File: src/soc_pkg.sv
/*
 * Bus-side definitions shared by the fabric: word and select types,
 * the region map decoded by the address switch and the system ID.
 * Import it wherever bus signals are declared.
 */
package soc_pkg;

	// bus word types
	typedef logic [31:0] addr_t;
	typedef logic [31:0] data_t;
	typedef logic [3:0] sel_t;

	// ------------------------------------------------
	// address map, top four bits select the region
	// ------------------------------------------------
	localparam int SLAVE_FIELD_LSB = 28;
	localparam logic [3:0] REGION_SRAM = 4'h0;
	localparam logic [3:0] REGION_CSR = 4'h6;

	// decoded slave
	typedef enum logic [1:0] {
		SLV_SRAM,
		SLV_CSR,
		SLV_NONE
	} slave_e;

	// returned by the system controller
	localparam data_t SYSTEM_ID = 32'h5343_0102;

endpackage

File: src/csr_pkg.sv
/*
 * CSR bus layout: address width, peripheral field and the register
 * indices of the system controller and the UART.
 */
package csr_pkg;

	typedef logic [13:0] csr_addr_t;

	// upper four address bits pick the peripheral
	localparam int CSR_PERIPH_LSB = 10;

	typedef enum logic [3:0] {
		PER_UART = 4'h0,
		PER_SYSCTL = 4'h1
	} periph_e;

	typedef enum logic [2:0] {
		REG_GPIO_IN = 3'd0,
		REG_GPIO_OUT = 3'd1,
		REG_TIMER_CTRL = 3'd2,
		REG_TIMER_COMPARE = 3'd3,
		REG_TIMER_COUNT = 3'd4,
		REG_IRQ_PENDING = 3'd5,
		REG_HARD_RESET = 3'd6,
		REG_SYSTEM_ID = 3'd7
	} sysctl_reg_e;

	typedef enum logic [1:0] {
		REG_UART_DATA = 2'd0,
		REG_UART_STATUS = 2'd1,
		REG_UART_DIVISOR = 2'd2
	} uart_reg_e;

	// transmitter sequence
	typedef enum logic [1:0] {
		ST_IDLE,
		ST_START,
		ST_DATA,
		ST_STOP
	} uart_state_e;

endpackage

File: src/uart_tx.sv
/*
 * Transmit-only UART on the CSR bus. A data write while idle sends
 * one 8N1 frame, LSB first, each bit lasting divisor cycles.
 * Status: bit 0 busy, bit 1 done pending (write one to clear).
 */
`timescale 1ns/1ps

module uart_tx #(
	parameter int UART_DIV = 8
) (
	input logic sys_clk,
	input logic sys_rst_i,
	input csr_pkg::csr_addr_t csr_a_i,
	input logic csr_we_i,
	input soc_pkg::data_t csr_dw_i,
	output soc_pkg::data_t csr_dr_o,
	output logic tx_o,
	output logic irq_o
);
	import soc_pkg::*;
	import csr_pkg::*;

	uart_state_e state;
	uart_reg_e reg_idx;
	logic csr_sel;
	logic csr_wr;
	logic busy;
	logic [15:0] divisor;
	logic [15:0] div_cnt;
	logic [2:0] bit_cnt;
	logic [7:0] shreg;

	assign csr_sel = (csr_a_i[CSR_PERIPH_LSB +: 4] == PER_UART)
		&& (csr_a_i[CSR_PERIPH_LSB-1:2] == '0);
	assign csr_wr = csr_sel && csr_we_i;
	assign reg_idx = uart_reg_e'(csr_a_i[1:0]);
	assign busy = (state != ST_IDLE);

	// ------------------------------------------------
	// frame sequencer
	// ------------------------------------------------
	always_ff @(posedge sys_clk) begin
		if (sys_rst_i) begin
			state <= ST_IDLE;
			tx_o <= 1'b1;
			irq_o <= 1'b0;
			divisor <= 16'(UART_DIV);
		end else begin
			if (csr_wr && (reg_idx == REG_UART_STATUS) && csr_dw_i[1])
				irq_o <= 1'b0;
			if (csr_wr && (reg_idx == REG_UART_DIVISOR))
				divisor <= csr_dw_i[15:0];
			case (state)
				ST_IDLE: begin
					// data writes while busy are dropped
					if (csr_wr && (reg_idx == REG_UART_DATA)) begin
						shreg <= csr_dw_i[7:0];
						tx_o <= 1'b0;
						div_cnt <= divisor - 1'b1;
						state <= ST_START;
					end
				end
				ST_START: begin
					if (div_cnt == '0) begin
						tx_o <= shreg[0];
						shreg <= shreg >> 1;
						bit_cnt <= '0;
						div_cnt <= divisor - 1'b1;
						state <= ST_DATA;
					end else begin
						div_cnt <= div_cnt - 1'b1;
					end
				end
				ST_DATA: begin
					if (div_cnt != '0) begin
						div_cnt <= div_cnt - 1'b1;
					end else if (bit_cnt == 3'd7) begin
						// last data bit done, stop bit
						tx_o <= 1'b1;
						div_cnt <= divisor - 1'b1;
						state <= ST_STOP;
					end else begin
						tx_o <= shreg[0];
						shreg <= shreg >> 1;
						bit_cnt <= bit_cnt + 1'b1;
						div_cnt <= divisor - 1'b1;
					end
				end
				ST_STOP: begin
					if (div_cnt == '0) begin
						irq_o <= 1'b1;
						state <= ST_IDLE;
					end else begin
						div_cnt <= div_cnt - 1'b1;
					end
				end
				default: state <= ST_IDLE;
			endcase
		end
	end

	always_comb begin
		csr_dr_o = '0;
		if (csr_sel) begin
			case (reg_idx)
				REG_UART_STATUS: csr_dr_o = {30'd0, irq_o, busy};
				REG_UART_DIVISOR: csr_dr_o = {16'd0, divisor};
				default: csr_dr_o = '0;
			endcase
		end
	end
endmodule

File: config.mk
export PLATFORM = sky130hd
export DESIGN_NAME = uart_tx
export DESIGN_NICKNAME = d
export VERILOG_FILES = /design/src/soc_pkg.sv /design/src/csr_pkg.sv /design/src/uart_tx.sv
export SDC_FILE = /design/constraint.sdc
export NUM_CORES = 1
export LEC_CHECK = 0
export BUFFER_PORTS_ARGS = -buffer_cell sky130_fd_sc_hd__buf_2
export CAP_MARGIN = 20
export CORE_MARGIN = 3
export CORE_UTILIZATION = 45
export CTS_CLUSTER_SIZE = 40
export DETAILED_ROUTE_END_ITERATION = 7
export GPL_ROUTABILITY_DRIVEN = 0
export PLACE_DENSITY = 0.79
export SLEW_MARGIN = 20
export SYNTH_ARGS = -nofsm -noshare
export SYNTH_HDL_FRONTEND = slang
export SYNTH_SLANG_ARGS = --single-unit
File: constraint.sdc
create_clock -name sys_clk -period 7.43 [get_ports sys_clk]
set_clock_uncertainty 0.05 [all_clocks]
set_input_delay 1.1145 -clock sys_clk [delete_from_list [all_inputs] [get_ports sys_clk]]
set_output_delay 1.1145 -clock sys_clk [all_outputs]
set_load 0.03 [all_outputs]
* Yosys cells after proc, flatten, opt, wreduce, memory -nomap -nowiden
Cells that the tools add are included.
Operators by class: equality and inequality tests 13, reductions and logical operators 20, add/subtract/negate cells 3, mux-type cells 30, bitwise logic cells 1
Operator list (count):
- $mux 16 | 5
- $pmux 16 s4 | 1
- $mux 8 | 4
- $pmux 16 s2 | 1
- $sub 16x1->16 const B | 2
- $pmux 8 s3 | 1
- $logic_not 16->1 | 1
- $reduce_bool 16->1 | 1
- $ne 2x2->1 const B | 7
- $mux 2 | 5
- $reduce_and 5->1 | 2
- $mux 3 | 3
- $logic_not 8->1 | 1
- $pmux 2 s4 | 1
- $mux 1 | 7
- $eq 2x2->1 const B | 3
- $logic_and 1x1->1 | 6
- $pmux 3 s2 | 1
- $reduce_and 6->1 | 1
- $eq 2x1->1 const B | 2
- $logic_not 2->1 | 2
- $logic_not 4->1 | 1
- $reduce_and 4->1 | 1
- $reduce_bool 2->1 | 2
- other kinds (6) | 6
Word-level totals: bits in registers 47, word-level logic and storage cells 74, input port bits 49, output and inout bits 34

* Longest topological paths before layout
Gate-level depths: netlist of run 1.
depth after elaboration 8, depth in mapped cells 9, gate-level depth less buffers 7

* Worst setup path after synthesis of run 1
No wires, ideal clock.
path kind input to output, from input port csr_a_i[4], to output port csr_dr_o[10], stages on the path 4, path slack 3.635 ns, path buffers 1, arrival time 2.630 ns, cell sequence or4_1 > nor4_4 > clkbuf_1 > and2_1
Between the ends: cells in the longest elaborated chain, start to end 3
Ends and longest elaborated chain:
- from (decl) | line uart_tx.sv:13 | input csr_pkg::csr_addr_t csr_a_i,
- $logic_not 8->1 | line uart_tx.sv:34 | && (csr_a_i[CSR_PERIPH_LSB-1:2] == '0);
- $logic_and 1x1->1 | line uart_tx.sv:34
- $mux 16 | line uart_tx.sv:104 | if (csr_sel) begin
- to (decl) | line uart_tx.sv:16 | output soc_pkg::data_t csr_dr_o,
No other way between the ends.

* Final worst setup path of run 1
from input port csr_a_i[4], to output port csr_dr_o[4]
Same word-level chain as after synthesis.

==> results_dict.tcl, run 1 <==
set metrics [dict create \
    ys_types 38 \
    cts_hold_buf 0 \
    drv_slew 0 \
    routed_via_density 5.318 \
    cts_buffers 5 \
    cts-root-buf "clkbuf_8" \
    drv_cap 0 \
    cp.arrival_ns 2.95 \
    die-area_um2 7327 \
    fin_tns_setup_ns 0 \
    synthAdderAreaFrac 0.05265 \
    min_path_type "reg -> reg" \
    firstDrtPassIters 4 \
    avgSynthCellArea_um2 9.473 \
    powerDensity_nw_per_um2 185.9 \
    diodes 0 \
    timing.final.crit_share 0.5540 \
    grt_pass1_vias 2144 \
    synth_seq_area_share 0.4247 \
    cts_tree "yes" \
    drive_above_1_share 0.2229 \
    fillers 551 \
    dp_hpwl_um 4494 \
    syn_to_final_growth_pct 13.03 \
    synth_ff_type "edfxtp_1" \
    start_kind "input pin" \
    min_period_ns 4.116 \
    grtUsageMet3 0.03746 \
    multi_input_comb_area_um2 1495 \
    wl_per_cell_um 14.00 \
    slew_headroom 0.5633 \
    overflow 0 \
    worstMarginPinSlew_ns 0.6501 \
    dp_cells 417 \
    ir_worst_vdd_mv 0.1389 \
    p_leak_uw 0.001217 \
    dpl_cell_area_um2 3102 \
    portBuffers 50 \
    fin_area_um2 3223 \
    synth_seq_cells 47 \
    postRouteAntennaNets 0 \
    die_w_um 85.60 \
    worstSkewPairLatency_ns 0.30 \
    yosys_warnings 0 \
    synthMuxAreaShare 0.03115 \
    worstPathRequired_ns 6.27 \
    clk_pin_slew_ns 0.08 \
    crit_fanout 16 \
    io_pins 83 \
    vias 2260 \
    end_kind "output port" \
    drt_iter0_markers 113 \
    use_met2 0.2627 \
    ys_async_sr_fraction 0 \
    cts_resized 0 \
    cts_setup_buffers 0 \
    fp.dieH_um 85.60 \
    start_util 0.4732 \
    antenna_found_initial 0 \
    fin_nets 410 \
    rsz0062_at_grt "no" \
    synthCells 301 \
    cts.sinks 47 \
    num_rows 28 \
    grtUsageTotal 0.1663 \
    synth_compound_area_frac 0.1009 \
    stdcell_count 425 \
    register_area_um2 1211 \
    status "finished, final reports clean" \
    critPathKind "in -> out" \
    synth_edf_count 27 \
    busiest_layer "met2" \
    synth_top_family_by_area "simple AND/OR/NAND/NOR gates" \
    gr-usage-met1 0.2290 \
    grt_pass1_wl_um 9908 \
    final-setup-viol-count 0 \
    wirelength_um 5952 \
    drc_errors 0 \
    grt_max_degree 25 \
    mostFrequentLayoutCell "buf_2" \
    core_area_um2 6026 \
    fmax_mhz 242.9 \
    finalHoldViolations 0 \
    clockBufferDepth 2 \
    most-common-layout-cells "50 x buf_2, 44 x nand2_1, 27 x edfxtp_1" \
    synth_xor_area_frac 0.08600 \
    synthSimpleGateAreaFrac 0.2308 \
    cts-htree-levels 2 \
    syn_area_um2 2851 \
]
layout make-up:
class	count	share of cell area
Multi-Input combinational cell	232	0.4639
Sequential cell	47	0.3758
Timing Repair Buffer	52	0.08230
Clock buffer	7	0.03339
Tap cell	75	0.02911
Inverter	11	0.01281
Clock inverter	1	0.002717
flip-flops by register name (all words and copies together) (netlist names):
signal,flops
div_cnt,16
divisor,16
shreg,8
bit_cnt,3
state,2
irq_o,1
tx_o,1
metal layers:
layer / part of all wire / routed length, um
met1: 0.45 / 2675
met2: 0.49 / 2897
met5: 0 / 0
met3: 0.051 / 302
met4: 0.013 / 77
worst max-delay path, cell delays in order:
cell and delay [ns]:
buf_2 0.09, or4_1 0.64, nor4_4 0.65, and2_1 0.25, buf_2 0.21
logic make-up (layout without fill, tap and decap cells):
logic type | after synthesis | count (layout)
DFF | 47 | 47
and+or+nand+nor | 123 | 123
adders and majority gates | 12 | 12
xor gates and xnor gates | 28 | 28
other | 1 | 16
buffers and inverters | 37 | 71
AOI/OAI and AO/OA | 45 | 45
muxes | 8 | 8
synth_stat cells, drive strengths merged, types with 10 or more instances:
master,instances,area share
nor4,10,0.032
ha,12,0.053
nor2,16,0.021
o22ai,16,0.037
xnor2,19,0.058
edfxtp,27,0.28
a21oi,19,0.033
inv,11,0.014
buf,20,0.050
nand2,44,0.058
dfxtp,20,0.14
nor3,10,0.018
and2,17,0.037
stage by stage:
step	total power (uW)	worst slack, ns	hold WS (ns)	util
2_1_floorplan	395.8	3.635	0.4072	-
3_3_place_gp	415.4	3.351	0.4269	0.5147
3_5_place_dp	419.0	3.332	0.4316	0.5147
4_1_cts	600.6	3.325	0.4523	0.5341
5_1_grt	628.5	3.220	0.4760	0.5349
6_report	599.2	3.314	0.4476	0.5349
report_power, final:
group | total, uW | internal [uW] | leakage [uW] | switching [uW]
Clock | 184 | 97.1 | 0.0000600 | 87.1
Combinational | 109 | 42.4 | 0.000749 | 66.8
Sequential | 306 | 295 | 0.000408 | 10.6
Total | 599 | 435 | 0.00122 | 165
path summary, 6_finish.rpt:
path	start	end	depth (start not counted)	slack, ns
setup / recovery	csr_a_i[4]	csr_dr_o[4]	5	3.31
setup reg to reg	div_cnt[9]	shreg[7]	5	4.57
hold / removal	divisor[15]	divisor[15]	2	0.45
hold reg to reg	divisor[15]	divisor[15]	2	0.45
Power figures use the tool's default switching activity.
==> run 2: changes to the inputs <==
PLACE_DENSITY = 0.82   (was 0.79)
clock period = 3.7 ns   (was 7.43 ns; I/O delays follow)
==> run 2 against run 1 <==
Net effect: first-iteration DRC count unchanged; highest routed layer unchanged; final cell count is the same; die area unchanged; via count fell by 0.31%.
==> results_dict.tcl, run 2 (same netlist as run 1, synthesis figures left out) <==
set metrics [dict create \
    status "finished, final reports clean" \
    fillers 545 \
    top_regs "div_cnt x16, divisor x16, shreg x8" \
    drv_cap 0 \
    drv_slew 0 \
    cts-htree-levels 2 \
    die_w_um 85.60 \
    crit_fanout 16 \
    min_period_ns 2.972 \
    min_path_type "in -> reg" \
    grt_pass1_wl_um 9811 \
    p_leak_uw 0.001206 \
    finalHoldViolations 0 \
    cts.sinks 47 \
    start_kind "input pin" \
    worstSkewPairLatency_ns 0.30 \
    wirelength_um 5971 \
    num_rows 28 \
    firstDrtPassIters 4 \
    cp.arrival_ns 2.37 \
    dp_hpwl_um 4609 \
    fin_area_um2 3207 \
    overflow 0 \
    io_pins 83 \
    reg2reg_depth 5 \
    portBuffers 50 \
    cts_buffers 5 \
    wl_per_cell_um 14.05 \
    diodes 0 \
    cts_hold_buf 0 \
    timing.final.crit_share 0.8032 \
    fp.dieH_um 85.60 \
    hold_depth 3 \
    start_util 0.4732 \
    cts_setup_buffers 0 \
    drive_above_1_share 0.2171 \
    vias 2253 \
    worstPathRequired_ns 3.09 \
    clk_pin_slew_ns 0.09 \
    die-area_um2 7327 \
    powerDensity_nw_per_um2 366.3 \
    fin_nets 410 \
    grtUsageTotal 0.1638 \
    fin_tns_setup_ns 0 \
    end_kind "output port" \
    worstMarginPinSlew_ns 0.7474 \
    most-common-layout-cells "50 x buf_2, 44 x nand2_1, 27 x edfxtp_1" \
    p_total_uw 1175 \
    fmax_mhz 336.5 \
    rsz0062_at_grt "no" \
    grt_max_degree 25 \
    cts_tree "yes" \
    final-setup-viol-count 0 \
    register_area_um2 1211 \
    multi_input_comb_area_um2 1494 \
    cts_resized 0 \
    syn_to_final_growth_pct 12.46 \
    critPathKind "in -> out" \
    routed_via_density 5.301 \
    clockBufferDepth 2 \
    drc_errors 0 \
    slew_headroom 0.5018 \
    ir_worst_vdd_mv 0.3245 \
    mostFrequentLayoutCell "buf_2" \
    antenna_found_initial 0 \
    dpl_cell_area_um2 3105 \
    core_area_um2 6026 \
    postRouteAntennaNets 0 \
    grt_pass1_vias 2093 \
    drt_iter0_markers 113 \
    cts-root-buf "clkbuf_8" \
]
==> run 2: cell count changes in the layout (fill, tap and decap cells not counted) <==
cell,previous run,this run
a21oi_2,0,1
inv_6,1,0
clkbuf_1,0,2
clkbuf_8,6,5
nor3_2,1,0
a21oi_1,19,18
nor3_1,9,10
==> run 2: metal layers <==
metal | track usage | share of wire
met2 | 0.2775 | 0.51
met1 | 0.2097 | 0.43
met4 | 0.04029 | 0.011
met5 | 0 | 0
met3 | 0.04131 | 0.046
==> run 2: worst max-delay path, cell delays in order <==
cell and delay [ns]:
buf_2 0.09, or4_1 0.63, nor4_4 0.62, and2_1 0.26, buf_2 0.21
==> run 2: path summary, 6_finish.rpt <==
check                           slack [ns]         from           to
worst max-delay path                  0.73   csr_a_i[4]  csr_dr_o[6]
worst max register to register        0.78   div_cnt[9]   bit_cnt[0]
worst min-delay path                  0.44  csr_dw_i[8]   divisor[8]
worst min register to register        0.46  divisor[15]  divisor[15]
==> run 2: stage by stage <==
stage / utilization / hold WS, ns / setup WS [ns] / instances
3_5_place_dp: 0.5154 / 0.4430 / 0.7359 / 417
5_1_grt: 0.5322 / 0.4442 / 0.5081 / 425
4_1_cts: 0.5322 / 0.4339 / 0.7357 / 425
6_report: 0.5322 / 0.4354 / 0.7282 / 425
3_3_place_gp: 0.5147 / 0.4415 / 0.7570 / 417
2_1_floorplan: - / 0.4072 / 0.6060 / 316
==> run 2: area by class of cell <==
cell class                 count  area share
multi-input combinational    232      0.4659
sequential                    47      0.3777
timing repair buffer          52     0.08272
clock buffer                   8     0.03160
tap                           75     0.02926
inverter                      11     0.01288
==> run 2: power by group <==
| part | switching, uW | internal [uW] |
|---|---|---|
| Combinational | 136 | 83.7 |
| Sequential | 20.4 | 593 |
| Clock | 167 | 175 |
==> run 3: changes to the inputs <==
PLACE_DENSITY = 0.79   (was 0.82)
clock period = 2.9 ns   (was 3.7 ns; I/O delays follow)
==> run 3 against run 2 <==
Net effect: register-to-register slack worse by 0.45 ns; critical endpoint is now bit_cnt[0]; critical path type is now reg -> reg; highest routed layer unchanged; final cell count up 0.94%; critical path depth up 2; routed wire length down 0.52%; global-route usage up 0.64 points; die area unchanged; worst hold slack worse by 0.13 ns; total power up 25%; non-clock buffer count up 4; flip-flop and latch count unchanged; sequential share of layout area down 0.32 points; cell area up 0.86%.
==> results_dict.tcl, run 3 (same netlist as run 1, synthesis figures left out) <==
set metrics [dict create \
    status "finished, final reports clean" \
    grtUsageTotal 0.1702 \
    end_kind "register" \
    drive_above_1_share 0.2316 \
    crit-reg2reg-capture "bit_cnt[0]" \
    cp.arrival_ns 2.56 \
    crit_fanout 5 \
    io_pins 83 \
    whs_endpoint "divisor[12]" \
    cts_resized 0 \
    grt_max_degree 25 \
    grt_pass1_vias 2153 \
    fp.dieH_um 85.60 \
    fin_tns_setup_ns 0 \
    rsz0062_at_grt "no" \
    dp_hpwl_um 4607 \
    min_from "csr_dw_i[12]" \
    die-area_um2 7327 \
    timing.critical_path.mode_cell "buf_4" \
    drt_iter0_markers 100 \
    min_period_ns 2.575 \
    reg2reg_slack_ns 0.33 \
    path_cells "nor4_1, nand2_1, nor4_2, buf_4, a21boi_0, nor3b_1, buf_4" \
    die_w_um 85.60 \
    most-common-layout-cells "50 x buf_2, 44 x nand2_1, 27 x edfxtp_1" \
    cts_tree "yes" \
    crit_path_start "div_cnt[9]" \
    diodes 0 \
    cts-root-buf "clkbuf_8" \
    final-setup-viol-count 0 \
    finalHoldViolations 0 \
    cts_setup_buffers 0 \
    powerDensity_nw_per_um2 455.1 \
    timing.rr.start "div_cnt[9]" \
    slew_headroom 0.6106 \
    hold_ws_ns 0.3083 \
    cts.sinks 47 \
    cts_buffers 5 \
    firstDrtPassIters 4 \
    critPathKind "reg -> reg" \
    wl_per_cell_um 13.85 \
    worstSkewPairLatency_ns 0.31 \
    worstPathRequired_ns 2.88 \
    top_regs "div_cnt x16, divisor x16, shreg x8" \
    reg2reg_depth 7 \
    clk_pin_slew_ns 0.09 \
    drc_errors 0 \
    hold_depth 3 \
    num_rows 28 \
    antenna_found_initial 0 \
    clockBufferDepth 2 \
    grt_pass1_wl_um 10080 \
    timing.final.crit_share 0.8879 \
    min_path_type "in -> reg" \
    core_area_um2 6026 \
    p_total_uw 1472 \
    start_kind "register" \
    portBuffers 50 \
    postRouteAntennaNets 0 \
    cts-htree-levels 2 \
    crit_slowest_cell "nor4_1" \
    p_leak_uw 0.001228 \
    worstMarginPinSlew_ns 0.5766 \
    max_stage_delay_ns 0.49 \
    wirelength_um 5940 \
    start_util 0.4732 \
    routed_via_density 5.193 \
    drv_slew 0 \
    fin_nets 414 \
    fmax_mhz 388.4 \
    ir_worst_vdd_mv 0.4011 \
    cpLargestDelayFamily "simple AND/OR/NAND/NOR gates" \
    drv_cap 0 \
    path_buf_inv 2 \
    syn_to_final_growth_pct 13.43 \
    cts_hold_buf 0 \
    overflow 0 \
    vias 2228 \
    mostFrequentLayoutCell "buf_2" \
]
-- run 3: area by class of cell --
| cell class | instances | area, um^2 |
|---|---|---|
| clock inverters | 3 | 17.52 |
| inverters | 11 | 41.29 |
| fillers | 565 | 2791 |
| repair buffers | 56 | 307.8 |
| multi-input cells | 232 | 1494 |
| well taps | 75 | 93.84 |
| clock buffers | 5 | 68.82 |
| flip-flops and latches | 47 | 1211 |
-- run 3: report_power, final --
part / switching [uW] / internal, uW
Combinational: 175 / 118
Sequential: 25.4 / 756
Clock: 229 / 169
-- run 3: routing by layer --
| metal | up-vias | routed length, um | GRT usage |
|---|---|---|---|
| met1 | 1031 | 2579 | 0.2238 |
| met3 | 11 | 313 | 0.03842 |
| met2 | 53 | 2956 | 0.2775 |
| met4 | 0 | 91 | 0.05612 |
| met5 | - | 0 | 0 |
| li1 | 1133 | - | - |
-- run 3: how the worst max path moves through the flow --
stage | endpoint | depth (start not counted) | slack, ns
6_report | bit_cnt[0] | 7 | 0.33
4_1_cts | bit_cnt[2] | 7 | 0.32
3_5_place_dp | shreg[5] | 6 | 0.18
3_3_place_gp | shreg[7] | 6 | 0.20
2_1_floorplan | shreg[0] | 4 | 0.10
5_1_grt | bit_cnt[1] | 7 | 0.15
-- run 3: stage by stage --
step                setup slack [ns]  cell area, um^2    util  std cells
floorplan                     0.1024             2912       -        316
global placement              0.2002             3148  0.5224        421
detailed placement            0.1797             3148  0.5224        421
CTS                           0.3224             3234  0.5368        429
global route                  0.1531             3234  0.5368        429
finish                        0.3251             3234  0.5368        429
-- run 3: tightest hold or removal path, cell delays in order --
cell and delay [ns]:
buf_2 0.10, nand2_1 0.04, a21oi_1 0.05
