## config.mk

```make
export PLATFORM = sky130hd
export DESIGN_NAME = sysctl
export DESIGN_NICKNAME = d
export VERILOG_FILES = /design/src/soc_pkg.sv /design/src/csr_pkg.sv /design/src/sysctl.sv
export SDC_FILE = /design/constraint.sdc
export NUM_CORES = 1
export LEC_CHECK = 0
export BUFFER_PORTS_ARGS = -buffer_cell sky130_fd_sc_hd__buf_2
export CELL_PAD_IN_SITES_DETAIL_PLACEMENT = 0
export CELL_PAD_IN_SITES_GLOBAL_PLACEMENT = 1
export CORE_ASPECT_RATIO = 1.25
export CORE_UTILIZATION = 44
export DETAILED_ROUTE_END_ITERATION = 7
export GPL_TIMING_DRIVEN = 0
export PLACE_DENSITY_LB_ADDON = 0.1
export SLEW_MARGIN = 40
export SYNTH_ARGS = -nofsm -noshare
export SYNTH_HDL_FRONTEND = slang
export SYNTH_SLANG_ARGS = --single-unit
```

## constraint.sdc

```tcl
create_clock -name sys_clk -period 6.22 [get_ports sys_clk]
set_input_delay 1.244 -clock sys_clk [delete_from_list [all_inputs] [get_ports sys_clk]]
set_output_delay 1.244 -clock sys_clk [all_outputs]
set_load 0.02 [all_outputs]
```

## src/soc_pkg.sv

```systemverilog
/*
 * Bus-side definitions shared by the fabric: word and select types,
 * the region map decoded by the address switch and the system ID.
 * Import it wherever bus signals are declared.
 */
package soc_pkg;

	// bus word types
	typedef logic [31:0] addr_t;
	typedef logic [31:0] data_t;
	typedef logic [3:0] sel_t;

	// ------------------------------------------------
	// address map, top four bits select the region
	// ------------------------------------------------
	localparam int SLAVE_FIELD_LSB = 28;
	localparam logic [3:0] REGION_SRAM = 4'h0;
	localparam logic [3:0] REGION_CSR = 4'h6;

	// decoded slave
	typedef enum logic [1:0] {
		SLV_SRAM,
		SLV_CSR,
		SLV_NONE
	} slave_e;

	// returned by the system controller
	localparam data_t SYSTEM_ID = 32'h5343_0102;

endpackage

```

## src/csr_pkg.sv

```systemverilog
/*
 * CSR bus layout: address width, peripheral field and the register
 * indices of the system controller and the UART.
 */
package csr_pkg;

	typedef logic [13:0] csr_addr_t;

	// upper four address bits pick the peripheral
	localparam int CSR_PERIPH_LSB = 10;

	typedef enum logic [3:0] {
		PER_UART = 4'h0,
		PER_SYSCTL = 4'h1
	} periph_e;

	typedef enum logic [2:0] {
		REG_GPIO_IN = 3'd0,
		REG_GPIO_OUT = 3'd1,
		REG_TIMER_CTRL = 3'd2,
		REG_TIMER_COMPARE = 3'd3,
		REG_TIMER_COUNT = 3'd4,
		REG_IRQ_PENDING = 3'd5,
		REG_HARD_RESET = 3'd6,
		REG_SYSTEM_ID = 3'd7
	} sysctl_reg_e;

	typedef enum logic [1:0] {
		REG_UART_DATA = 2'd0,
		REG_UART_STATUS = 2'd1,
		REG_UART_DIVISOR = 2'd2
	} uart_reg_e;

	// transmitter sequence
	typedef enum logic [1:0] {
		ST_IDLE,
		ST_START,
		ST_DATA,
		ST_STOP
	} uart_state_e;

endpackage

```

## src/sysctl.sv

```systemverilog
/*
 * System controller on the CSR bus: button inputs with change
 * interrupt, one LED, a compare timer, interrupt pending bits,
 * the system ID and a software hard reset request.
 */
`timescale 1ns/1ps

module sysctl #(
	parameter int GPIO_IN_W = 3
) (
	input logic sys_clk,
	input logic sys_rst_i,
	input csr_pkg::csr_addr_t csr_a_i,
	input logic csr_we_i,
	input soc_pkg::data_t csr_dw_i,
	output soc_pkg::data_t csr_dr_o,
	input logic [GPIO_IN_W-1:0] gpio_i,
	output logic led_o,
	output logic gpio_irq_o,
	output logic timer_irq_o,
	output logic hard_reset_o
);
	import soc_pkg::*;
	import csr_pkg::*;

	logic [GPIO_IN_W-1:0] gpio_meta;
	logic [GPIO_IN_W-1:0] gpio_sync;
	logic [GPIO_IN_W-1:0] gpio_prev;
	logic csr_sel;
	logic csr_wr;
	sysctl_reg_e reg_idx;
	logic timer_en;
	logic timer_hit;
	data_t timer_cnt;
	data_t timer_cmp;

	// peripheral field match, unused index bits must be zero
	assign csr_sel = (csr_a_i[CSR_PERIPH_LSB +: 4] == PER_SYSCTL)
		&& (csr_a_i[CSR_PERIPH_LSB-1:3] == '0);
	assign csr_wr = csr_sel && csr_we_i;
	assign reg_idx = sysctl_reg_e'(csr_a_i[2:0]);
	assign timer_hit = timer_en && (timer_cnt == timer_cmp);

	// two-stage button sync, plus previous value for edge detect
	always_ff @(posedge sys_clk) begin
		gpio_meta <= gpio_i;
		gpio_sync <= gpio_meta;
		gpio_prev <= gpio_sync;
	end

	// ------------------------------------------------
	// registers, timer and pending bits
	// ------------------------------------------------
	always_ff @(posedge sys_clk) begin
		if (sys_rst_i) begin
			led_o <= 1'b0;
			timer_en <= 1'b0;
			timer_cnt <= '0;
			timer_cmp <= '0;
			gpio_irq_o <= 1'b0;
			timer_irq_o <= 1'b0;
			hard_reset_o <= 1'b0;
		end else begin
			// single-cycle request to the reset generator
			hard_reset_o <= csr_wr && (reg_idx == REG_HARD_RESET);
			if (csr_wr && (reg_idx == REG_GPIO_OUT))
				led_o <= csr_dw_i[0];
			if (csr_wr && (reg_idx == REG_TIMER_COMPARE))
				timer_cmp <= csr_dw_i;
			// control write restarts the count
			if (csr_wr && (reg_idx == REG_TIMER_CTRL)) begin
				timer_en <= csr_dw_i[0];
				timer_cnt <= '0;
			end else if (csr_wr && (reg_idx == REG_TIMER_COUNT)) begin
				timer_cnt <= csr_dw_i;
			end else if (timer_hit) begin
				timer_cnt <= '0;
			end else if (timer_en) begin
				timer_cnt <= timer_cnt + 1'b1;
			end
			// write one to clear, a new event wins
			if (csr_wr && (reg_idx == REG_IRQ_PENDING)) begin
				if (csr_dw_i[0])
					gpio_irq_o <= 1'b0;
				if (csr_dw_i[1])
					timer_irq_o <= 1'b0;
			end
			if (gpio_sync != gpio_prev)
				gpio_irq_o <= 1'b1;
			if (timer_hit)
				timer_irq_o <= 1'b1;
		end
	end

	// read mux, zero when not addressed
	always_comb begin
		csr_dr_o = '0;
		if (csr_sel) begin
			case (reg_idx)
				REG_GPIO_IN: csr_dr_o = data_t'(gpio_sync);
				REG_GPIO_OUT: csr_dr_o = {31'd0, led_o};
				REG_TIMER_CTRL: csr_dr_o = {31'd0, timer_en};
				REG_TIMER_COMPARE: csr_dr_o = timer_cmp;
				REG_TIMER_COUNT: csr_dr_o = timer_cnt;
				REG_IRQ_PENDING: csr_dr_o = {30'd0, timer_irq_o, gpio_irq_o};
				REG_HARD_RESET: csr_dr_o = '0;
				REG_SYSTEM_ID: csr_dr_o = SYSTEM_ID;
			endcase
		end
	end
endmodule

```

Word level (Yosys, flattened, before mapping). Cells that the tools add are included.

Output and inout bits: 36. Register bits after elaboration: 78. Word-level logic and storage cells: 51.

Equality and inequality tests: 10. Multiplexer cells: 11. Reductions and logical operators: 19. Add/subtract/negate cells: 1.

Operator list (count): $pmux 32 s8 (1); $mux 32 (4); $add 32x1->32 const B (1); $eq 32x32->1 (1); $eq 3x3->1 const B (4); $logic_and 1x1->1 (9); $reduce_bool 2->1 (4); $logic_not 7->1 (1); $eq 3x2->1 const B (2); $mux 1 (6); $eq 4x1->1 const B (1); $reduce_and 2->1 (2); $eq 3x1->1 const B (1); $logic_not 3->1 (1); $ne 3x3->1 (1); $reduce_bool 3->1 (1); $reduce_or 2->1 (1).

Longest topological paths before layout. Gate-level depths: netlist of the first run.

Depth in word-level cells: 6. Gate-level depth with buffers: 10.

Least setup slack after synthesis of the first run. No wires, ideal clock.

Kind: in2out. From: input csr_a_i[0]. To: output csr_dr_o[10]. Slack: 2.204 ns. Data required time: 4.976 ns. Stages on the path: 8. Data arrival time: 2.772 ns. Path buffers: 4. Cell sequence: clkbuf_1 > and2_1 > buf_2 > and2_0 > clkbuf_1 > clkbuf_1 > a22oi_1 > nor2_1.

Word-level cells in the longest chain between the ends: 3. Elaborated cells on any way between the ends: 10.

RTL lines: start: declaration (line sysctl.sv:13) `input csr_pkg::csr_addr_t csr_a_i,`; $eq 3x3->1, or another cell as far along (line sysctl.sv:99) `case (reg_idx)`; $pmux 32 s8 (*) (line sysctl.sv:99); $mux 32 (*) (line sysctl.sv:98) `if (csr_sel) begin`; end: declaration (line sysctl.sv:16) `output soc_pkg::data_t csr_dr_o,`.

Every way passes the cells marked *; elsewhere a longest branch is shown, timed or not.

Worst setup path in the final report of the first run.
From: input csr_a_i[1]. To: output csr_dr_o[29].

The elaborated chain is that of the path after synthesis.

==> out/metrics.csv, run 1 <==
metric,value,unit
estimated wirelength of the detail-placed design,12.0,mm
Iter 0 DRT Violations,302,
diode count,0,
clock-pin transition on the worst setup and hold timing paths,60,ps
via count,5058,
fin. max-slew vios,0,
CTS root buf,clkbuf_16,
grt ovf,0,
H-tree Lvls,3,
vias per cell,5.91,
sequential element share of the synthesized area,33.1,%
crit path max fanout,10,
CP Data Arrival Time,3360,ps
DRT antenna net count,0,
dpl cell area,5300,sq um
Post-Syn Nets,680,
final cell count without fillers,856,
Inst Count DP,840,
Yosys cell types,54,
NetSw,273,uW
Avg Synthesized Cell Area,7.53,sq um
# port buffers,84,
clock buffer depth,2,
Starting Density,46.0,%
routability cong.,0.921,
Pint,892,uW
Comb power frac,5.5,%
Yosys warnings,0,
FMAX,217,MHz
outcome,completed,
DR WL/cell,19.6,um
CP Capture Type,output pin,
Die Height,118,um
Seq pwr share,43.3,%
clock group share of total power,51.2,%
Reg2Reg Setup Slack,3560,ps
DRT Pass-1 Iters,5,
post-synth top area cell,dfxtp_1,
critical path type,in -> out,
skew final,9.87,ps
Ports,88,
FP Rows,41,
synthesis-stage register bit count,78,
worst skew pair latency,350,ps
Core ar.,10300,sq um
"Primary FF master, synth",dfxtp_1,
worst hold path class,reg -> reg,
Finish-stage setup viols,0,
most frequent cell after synthesis,a21oi_1,
minimum clock period,4600,ps
Power Density,207,nW/um^2
area grow syn2layout,19.3,%
commonest cells in the netlist,"85 x a21oi_1, 83 x nand2_1, 78 x dfxtp_1, 49 x nor2_1, 43 x xnor2_1",
TritonCTS Sinks,78,
final hold violations,0,
Setup crit start kind,primary input,
nets,775,
Post-CTS Setup Inserts,0,
initial antenna violation count,0,
setup ws final,1620,ps
CTS tree,built,
largest net degree at the start of global routing,15,
Max transition margin,38.9,%
layout cells sized above 1,17.7,%
Post-synth EDFFs,0,
Tot Pwr,1.16,mW
final hold slack,328,ps
Synth Instances,627,
final core utilization,54.9,%
setup_tns,0,ps
dpl ws,1590,ps
Final period util,74.0,%
final design area excluding fillers,5630,sq um
# hold bufs at CTS,0,
asr flop ratio synth,0,%
maxcap violations,0,
Peak VDD IR,0.112,mV
post-cts sizing count,0,
# DRC,0,
Area contributors post-synth,"dfxtp_1 33%, a21oi_1 9.0%, xnor2_1 8.0%",
number of global-route vias before repair,4686,
LEAKAGE,2.10,nW
RSZ-0062 raised after global routing,false,
first-pass GRT wire length,25.7,mm
post-synth top area share,33.1,%
GRT Overall Usage,30.7,%
Die Area,11100,sq um
Post-Route WL,16.7,mm
Post-Synthesis Cell Area,4720,sq um
fill count,1071,
die width,94.6,um
CTS buffer count,9,
CP required,4980,ps
slew at the pin closest to its max-slew limit,914,ps
Switching Share,23.4,%
[worst max-delay path: stages]
cell,delay [ps]
clkbuf_1,330
and2_1,180
buf_2,250
and2_0,160
clkbuf_1,210
clkbuf_1,510
a22oi_1,150
nor2_1,140
buf_2,180
[final cells by class]
class | count | area (sq um) | area share, %
repair buffers | 84 | 420 | 7.46
inverters | 6 | 22.5 | 0.400
multi-input cells | 476 | 2840 | 50.5
clock inverters | 6 | 92.6 | 1.64
flip-flops and latches | 78 | 1560 | 27.7
well taps | 129 | 161 | 2.86
plain buffers | 67 | 294 | 5.22
clock buffers | 10 | 239 | 4.24
[sequential cells by signal, indices dropped and copies added (netlist names), 3 cells and up]
register / cells
timer_cnt: 32
gpio_meta: 3
gpio_prev: 3
timer_cmp: 32
gpio_sync: 3
[placed cells by master (no fill, tap or decap), types with 2 or more instances in the layout]
cell type | netlist | final
buf_2 | 12 | 96
a21oi_1 | 85 | 85
nand2_1 | 83 | 83
dfxtp_1 | 78 | 78
nor2_1 | 49 | 49
xnor2_1 | 43 | 43
clkbuf_1 | 42 | 42
nand3_1 | 31 | 31
a22oi_1 | 23 | 23
nor3b_1 | 22 | 22
nand4_1 | 20 | 20
xor2_1 | 19 | 19
nor3_1 | 14 | 14
nor4_1 | 10 | 10
clkbuf_16 | 0 | 9
a2bb2oi_1 | 8 | 8
and4_1 | 7 | 7
inv_1 | 6 | 6
buf_4 | 6 | 6
o21ai_0 | 6 | 6
and3_1 | 6 | 6
nor2b_1 | 5 | 5
clkbuf_2 | 4 | 4
o32ai_1 | 4 | 4
buf_1 | 3 | 3
mux2i_1 | 3 | 3
o31ai_1 | 3 | 3
and2_1 | 2 | 2
a31oi_1 | 2 | 2
nand2b_1 | 2 | 2
o21a_1 | 2 | 2
or3_1 | 2 | 2
o41ai_1 | 2 | 2
a211oi_1 | 2 | 2
bufinv_16 | 0 | 2
inv_6 | 0 | 2
clkinvlp_4 | 0 | 2
[routing by layer]
| metal | routed length, um | track usage, % |
|---|---|---|
| met5 | 0 | 0 |
| met4 | 613 | 13.3 |
| met3 | 1060 | 4.26 |
| met2 | 8050 | 49.9 |
| met1 | 7020 | 39.9 |
[power groups by stage]
stage	combinational [mW]	clock, mW	sequential [mW]
2_1_floorplan	0.0281	0	0.516
6_report	0.0636	0.596	0.505
3_3_place_gp	0.0615	0	0.516
4_1_cts	0.0627	0.597	0.505
3_5_place_dp	0.0625	0	0.516
5_1_grt	0.0687	0.620	0.505
[path summary, 6_finish.rpt]
kind | from | to | cells past startpoint
worst max-delay path | csr_a_i[1] | csr_dr_o[29] | 9
worst min-delay path | gpio_meta[0] | gpio_sync[0] | 0
worst max register to register | timer_cnt[0] | timer_cnt[28] | 9
worst min register to register | gpio_meta[0] | gpio_sync[0] | 0
[logic make-up (layout without fill, tap and decap cells)]
| family | Yosys count | after routing | synth area share, % |
|---|---|---|---|
| AO/OA/AOI/OAI | 144 | 144 | 18.6 |
| XOR/XNOR | 62 | 62 | 11.5 |
| adder cells (fa/ha/maj) | 1 | 1 | 0.265 |
| buffers and inverters | 73 | 173 | 6.71 |
| flip-flops | 78 | 78 | 33.1 |
| multiplexers | 5 | 5 | 1.35 |
| AND/OR/NAND/NOR | 264 | 264 | 28.5 |
Note: power is estimated with default switching activity, not from simulation.
==> run 2: changes to the inputs <==
--- a/config.mk
+++ b/config.mk
@@ -9,7 +9,7 @@
 export CELL_PAD_IN_SITES_DETAIL_PLACEMENT = 0
 export CELL_PAD_IN_SITES_GLOBAL_PLACEMENT = 1
 export CORE_ASPECT_RATIO = 1.25
-export CORE_UTILIZATION = 44
+export CORE_UTILIZATION = 37
 export DETAILED_ROUTE_END_ITERATION = 7
 export GPL_TIMING_DRIVEN = 0
 export PLACE_DENSITY_LB_ADDON = 0.1
==> constraint.sdc (replaced) <==
create_clock -name sys_clk -period 3.95 [get_ports sys_clk]
set_input_delay 0.79 -clock sys_clk [delete_from_list [all_inputs] [get_ports sys_clk]]
set_output_delay 0.79 -clock sys_clk [all_outputs]
set_load 0.02 [all_outputs]
==> run 2 against run 1 <==
Combinational power increased by 60%. Core utilization decreased by 8.8 points. Global-route usage decreased by 3.5 points. Non-clock buffer count unchanged. Critical endpoint is now csr_dr_o[6].
==> out/metrics.csv, run 2 (synthesis results as in run 1) <==
metric,value,unit
Starting Density,38.5,%
slew at the pin closest to its max-slew limit,770,ps
critical path's top delay family,buffers and inverters,
outcome,completed,
Post-CTS Setup Inserts,0,
final core utilization,46.1,%
DR WL/cell,19.3,um
Tot Pwr,1.79,mW
minimum clock period,3640,ps
Hold Crit Start,gpio_meta[1],
Top Registers,"timer_cmp: 32 flops, timer_cnt: 32 flops",
final hold slack,329,ps
first-pass GRT wire length,26.5,mm
dpl ws,164,ps
FMAX,275,MHz
layout cells sized above 1,18.0,%
CP most frequent cell,clkbuf_1,
Hold EP,gpio_sync[1],
Inst Count DP,875,
most frequent cells in the layout,"96 x buf_2, 85 x a21oi_1, 83 x nand2_1",
Reg2Reg Setup Slack,1260,ps
vias per cell,5.58,
Finish-stage setup viols,0,
reg2reg end,timer_cnt[28],
# DRC,0,
diode count,0,
clock buffer depth,2,
Worst path slowest cell,clkbuf_1,
maxcap violations,0,
fill count,1335,
final hold violations,0,
Max transition margin,48.7,%
setup_tns,0,ps
grt ovf,0,
number of global-route vias before repair,4745,
cells along the critical path,clkbuf_1 > and2_1 > buf_2 > and2_0 > clkbuf_1 > clkbuf_1 > a22oi_1 > nor2_1 > buf_2,
FP Rows,45,
Comb power frac,5.7,%
Reg2Reg Depth,9,
final cell count without fillers,891,
DRT Pass-1 Iters,4,
Final period util,92.2,%
Core ar.,12300,sq um
worst hold stages,0,
Power Density,316,nW/um^2
Die Height,128,um
CTS buffer count,9,
dpl cell area,5350,sq um
CTS root buf,clkbuf_16,
final design area excluding fillers,5660,sq um
die width,103,um
CP Data Arrival Time,2850,ps
H-tree Lvls,3,
Seq pwr share,44.4,%
worst skew pair latency,350,ps
largest net degree at the start of global routing,17,
LEAKAGE,2.10,nW
fin. max-slew vios,0,
GRT Overall Usage,27.2,%
Post-Route WL,17.2,mm
critical path type,in -> out,
clock-pin transition on the worst setup and hold timing paths,70,ps
crit path max fanout,10,
skew final,6.29,ps
Die Area,13200,sq um
clock group share of total power,49.9,%
DRT antenna net count,0,
Ports,88,
FF-to-FF Start,timer_cnt[0],
initial antenna violation count,0,
"most common cell after layout, fill and taps aside",buf_2,
estimated wirelength of the detail-placed design,12.5,mm
area grow syn2layout,20.0,%
worst hold path class,reg -> reg,
RSZ-0062 raised after global routing,false,
critical path buffer and inverter count,5,
Setup crit start kind,primary input,
Switching Share,25.4,%
CP Capture Type,output pin,
routability cong.,0.879,
NetSw,455,uW
Iter 0 DRT Violations,283,
CP required,3160,ps
Peak VDD IR,0.217,mV
nets,775,
TritonCTS Sinks,78,
via count,4976,
CTS tree,built,
# port buffers,84,
CP max stage delay,470,ps
setup ws final,308,ps
Pint,1.34,mW
## run 2: cell types whose count changed in the layout (fill, tap and decap cells not counted)
cell	delta
bufinv_16	-1
clkbuf_1	-1
clkbuf_2	+1
clkbuf_8	-1
clkinv_4	+1
clkinvlp_4	-2
inv_6	+1
inv_8	+2
nor2_1	-1
nor2_2	+1
## run 2: worst reg2reg max path: cells and delay by family, from the launching register on
kind	cells	cell delay, ps
AOI/OAI and AO/OA	3	660
DFF	1	510
adders and majority gates	1	240
and+or+nand+nor	3	670
buffers and inverters	2	520
## run 2: cell type report
type                            instances  area [sq um]  share of cell area [%]
Multi-Input combinational cell        476          2850                    50.2
Sequential cell                        78          1560                    27.6
Timing Repair Buffer                   84           420                    7.42
Buffer                                 67           295                    5.21
Clock buffer                            9           225                    3.98
Tap cell                              164           205                    3.62
Clock inverter                          7          87.6                    1.55
Inverter                                6          22.5                   0.398
## run 2: worst max path at each step
stage	start	end	slack (ps)	cells after the start
detailed placement	csr_a_i[0]	csr_dr_o[29]	160	9
finish	csr_a_i[0]	csr_dr_o[6]	310	9
CTS	csr_a_i[0]	csr_dr_o[29]	170	9
global route	csr_a_i[0]	csr_dr_o[5]	30	9
floorplan	csr_a_i[0]	csr_dr_o[10]	840	8
global placement	csr_a_i[1]	csr_dr_o[29]	280	9
## run 2: repair_timing
action	in CTS	in global routing
setup endpoints to repair	0	8
gates resized for setup	0	2
hold buffers	0	0
## run 2: power groups by stage
stage	sequential [mW]	clock [mW]	combinational, mW
after CTS	0.795	0.908	0.101
final	0.795	0.894	0.102
after global placement	0.813	0	0.0987
after floorplan	0.813	0	0.0443
after detailed placement	0.813	0	0.101
after global routing	0.795	0.937	0.111
## run 2: metal layers
metal | global-route usage [%] | share of wire, %
met5 | 0 | 0
met4 | 11.1 | 3.0
met3 | 3.49 | 5.3
met2 | 47.1 | 49
met1 | 33.7 | 43
==> run 3: changes to the inputs <==
--- a/config.mk
+++ b/config.mk
@@ -5,12 +5,14 @@
 export SDC_FILE = /design/constraint.sdc
 export NUM_CORES = 1
 export LEC_CHECK = 0
-export BUFFER_PORTS_ARGS = -buffer_cell sky130_fd_sc_hd__buf_2
+export ABC_AREA = 1
+export ABC_CLOCK_PERIOD_IN_PS = 3950
 export CELL_PAD_IN_SITES_DETAIL_PLACEMENT = 0
 export CELL_PAD_IN_SITES_GLOBAL_PLACEMENT = 1
 export CORE_ASPECT_RATIO = 1.25
-export CORE_UTILIZATION = 37
+export CORE_UTILIZATION = 40
 export DETAILED_ROUTE_END_ITERATION = 7
+export DONT_BUFFER_PORTS = 1
 export GPL_TIMING_DRIVEN = 0
 export PLACE_DENSITY_LB_ADDON = 0.1
 export SLEW_MARGIN = 40
==> run 3 against run 2 <==
Synthesized area is 14% higher. Fmax up 3.6%. Non-clock buffer count down 108.
==> out/metrics.csv, run 3 <==
metric,value,unit
Setup crit start kind,primary input,
estimated wirelength of the detail-placed design,16.5,mm
minimum clock period,3520,ps
Tot Pwr,1.75,mW
outcome,completed,
nets,978,
maxcap violations,0,
Pint,1.31,mW
Post-synth EDFFs,0,
worst skew pair latency,360,ps
post-synth top area cell,dfxtp_1,
"most common cell after layout, fill and taps aside",nand2_1,
# port buffers,0,
Die Height,132,um
CTS tree,built,
clock buffer depth,2,
most frequent cell after synthesis,nand2_1,
final hold slack,328,ps
Final period util,89.0,%
largest net degree at the start of global routing,15,
DR WL/cell,19.2,um
via count,5984,
vias per cell,5.44,
clock group share of total power,51.2,%
CTS root buf,clkbuf_16,
post-synth top area share,29.0,%
GRT Overall Usage,30.9,%
clock-pin transition on the worst setup and hold timing paths,60,ps
Post-Synthesis Cell Area,5380,sq um
sequential element share of the synthesized area,29.0,%
Post-Route WL,21.2,mm
asr flop ratio synth,0,%
critical path's top delay family,buffers and inverters,
Peak VDD IR,0.251,mV
setup_tns,0,ps
synthesis-stage register bit count,78,
post-cts sizing count,0,
cells along the critical path,nand2_1 > inv_1 > nand2_1 > inv_1 > buf_1 > nand2_1 > a21oi_1,
number of global-route vias before repair,5857,
Seq pwr share,45.5,%
Starting Density,40.8,%
most frequent cells in the layout,"250 x nand2_1, 136 x inv_1, 110 x nor2_1",
layout cells sized above 1,4.41,%
Post-Syn Nets,967,
DRT antenna net count,0,
Core ar.,13200,sq um
H-tree Lvls,3,
CP max stage delay,550,ps
skew final,8.99,ps
Avg Synthesized Cell Area,5.89,sq um
first-pass GRT wire length,32.5,mm
crit path max fanout,10,
"Primary FF master, synth",dfxtp_1,
Top Registers,"timer_cmp: 32 flops, timer_cnt: 32 flops",
Area contributors post-synth,"dfxtp_1 29%, nand2_1 17%, inv_1 9.5%",
CTS buffer count,9,
RSZ-0062 raised after global routing,false,
Die Area,13900,sq um
worst hold path class,reg -> reg,
slew at the pin closest to its max-slew limit,853,ps
Synth Instances,914,
critical path type,in -> out,
# hold bufs at CTS,0,
Post-CTS Setup Inserts,0,
CP most frequent cell,nand2_1,
FMAX,284,MHz
final hold violations,0,
DRT Pass-1 Iters,5,
CP Capture Type,output pin,
# DRC,0,
Finish-stage setup viols,0,
Yosys warnings,0,
CP Data Arrival Time,2730,ps
critical path buffer and inverter count,3,
commonest cells in the netlist,"250 x nand2_1, 136 x inv_1, 110 x nor2_1, 84 x nand3_1, 78 x dfxtp_1",
Power Density,296,nW/um^2
grt ovf,0,
Worst path slowest cell,buf_1,
initial antenna violation count,0,
LEAKAGE,2.30,nW
FP Rows,47,
area grow syn2layout,9.72,%
Switching Share,24.9,%
Max transition margin,43.2,%
Ports,88,
Iter 0 DRT Violations,450,
CP required,3160,ps
Comb power frac,3.3,%
die width,106,um
TritonCTS Sinks,78,
diode count,0,
Yosys cell types,32,
routability cong.,0.963,
NetSw,436,uW
fin. max-slew vios,0,
run 3: cells by family (layout without fill, tap and decap cells):
group	Yosys count	count (layout)	synth area share [%]
buffers and inverters	180	196	13.0
AOI/OAI and AO/OA	151	151	15.9
xor gates and xnor gates	30	30	4.88
adders and majority gates	1	1	0.233
DFF	78	78	29.0
and+or+nand+nor	474	474	36.9
run 3: stage by stage:
stage                     util (%)  cells  worst slack (ps)  cell area, sq um
after CTS                     44.8   1101               444              5900
after global placement        42.5   1085               463              5590
after global routing          44.8   1101               355              5900
final                         44.8   1101               435              5900
after detailed placement      42.5   1085               440              5590
after floorplan                  -    914              1160              5380
run 3: routing by layer:
metal  global-route usage, %  share of wire (%)
met1                    36.9                 41
met2                    54.2                 51
met3                    5.06                5.1
met4                    13.0                3.3
met5                       0                  0
run 3: power groups by stage:
stage / clock [mW] / combinational, mW / sequential [mW]
final: 0.897 / 0.0574 / 0.796
after global routing: 0.942 / 0.0616 / 0.796
after CTS: 0.910 / 0.0568 / 0.796
after detailed placement: 0 / 0.0569 / 0.814
after global placement: 0 / 0.0564 / 0.814
after floorplan: 0 / 0.0348 / 0.813
run 3: area by class of cell:
type	count	area, sq um
Buffer	43	188
Clock buffer	10	239
Clock inverter	6	70.1
Fill cell	1477	7270
Inverter	137	514
Multi-Input combinational cell	656	3120
Sequential cell	78	1560
Tap cell	171	214
run 3: worst register-to-register path, cell delays in order, from the launching register on:
cell	delay (ps)
dfxtp_1	470
inv_1	90
nand2_1	170
nand4_1	120
nor2_1	200
nand2_1	100
nor2_1	160
nand3_1	210
clkbuf_1	380
nand3_1	180
a21oi_1	70
run 3: path summary, 6_finish.rpt:
kind | slack, ps | depth (start not counted) | to | from
hold reg to reg | 330 | 0 | gpio_sync[0] | gpio_meta[0]
setup reg to reg | 1650 | 10 | timer_cnt[18] | timer_cnt[17]
setup / recovery | 430 | 7 | csr_dr_o[21] | csr_a_i[1]
hold / removal | 330 | 0 | gpio_sync[0] | gpio_meta[0]
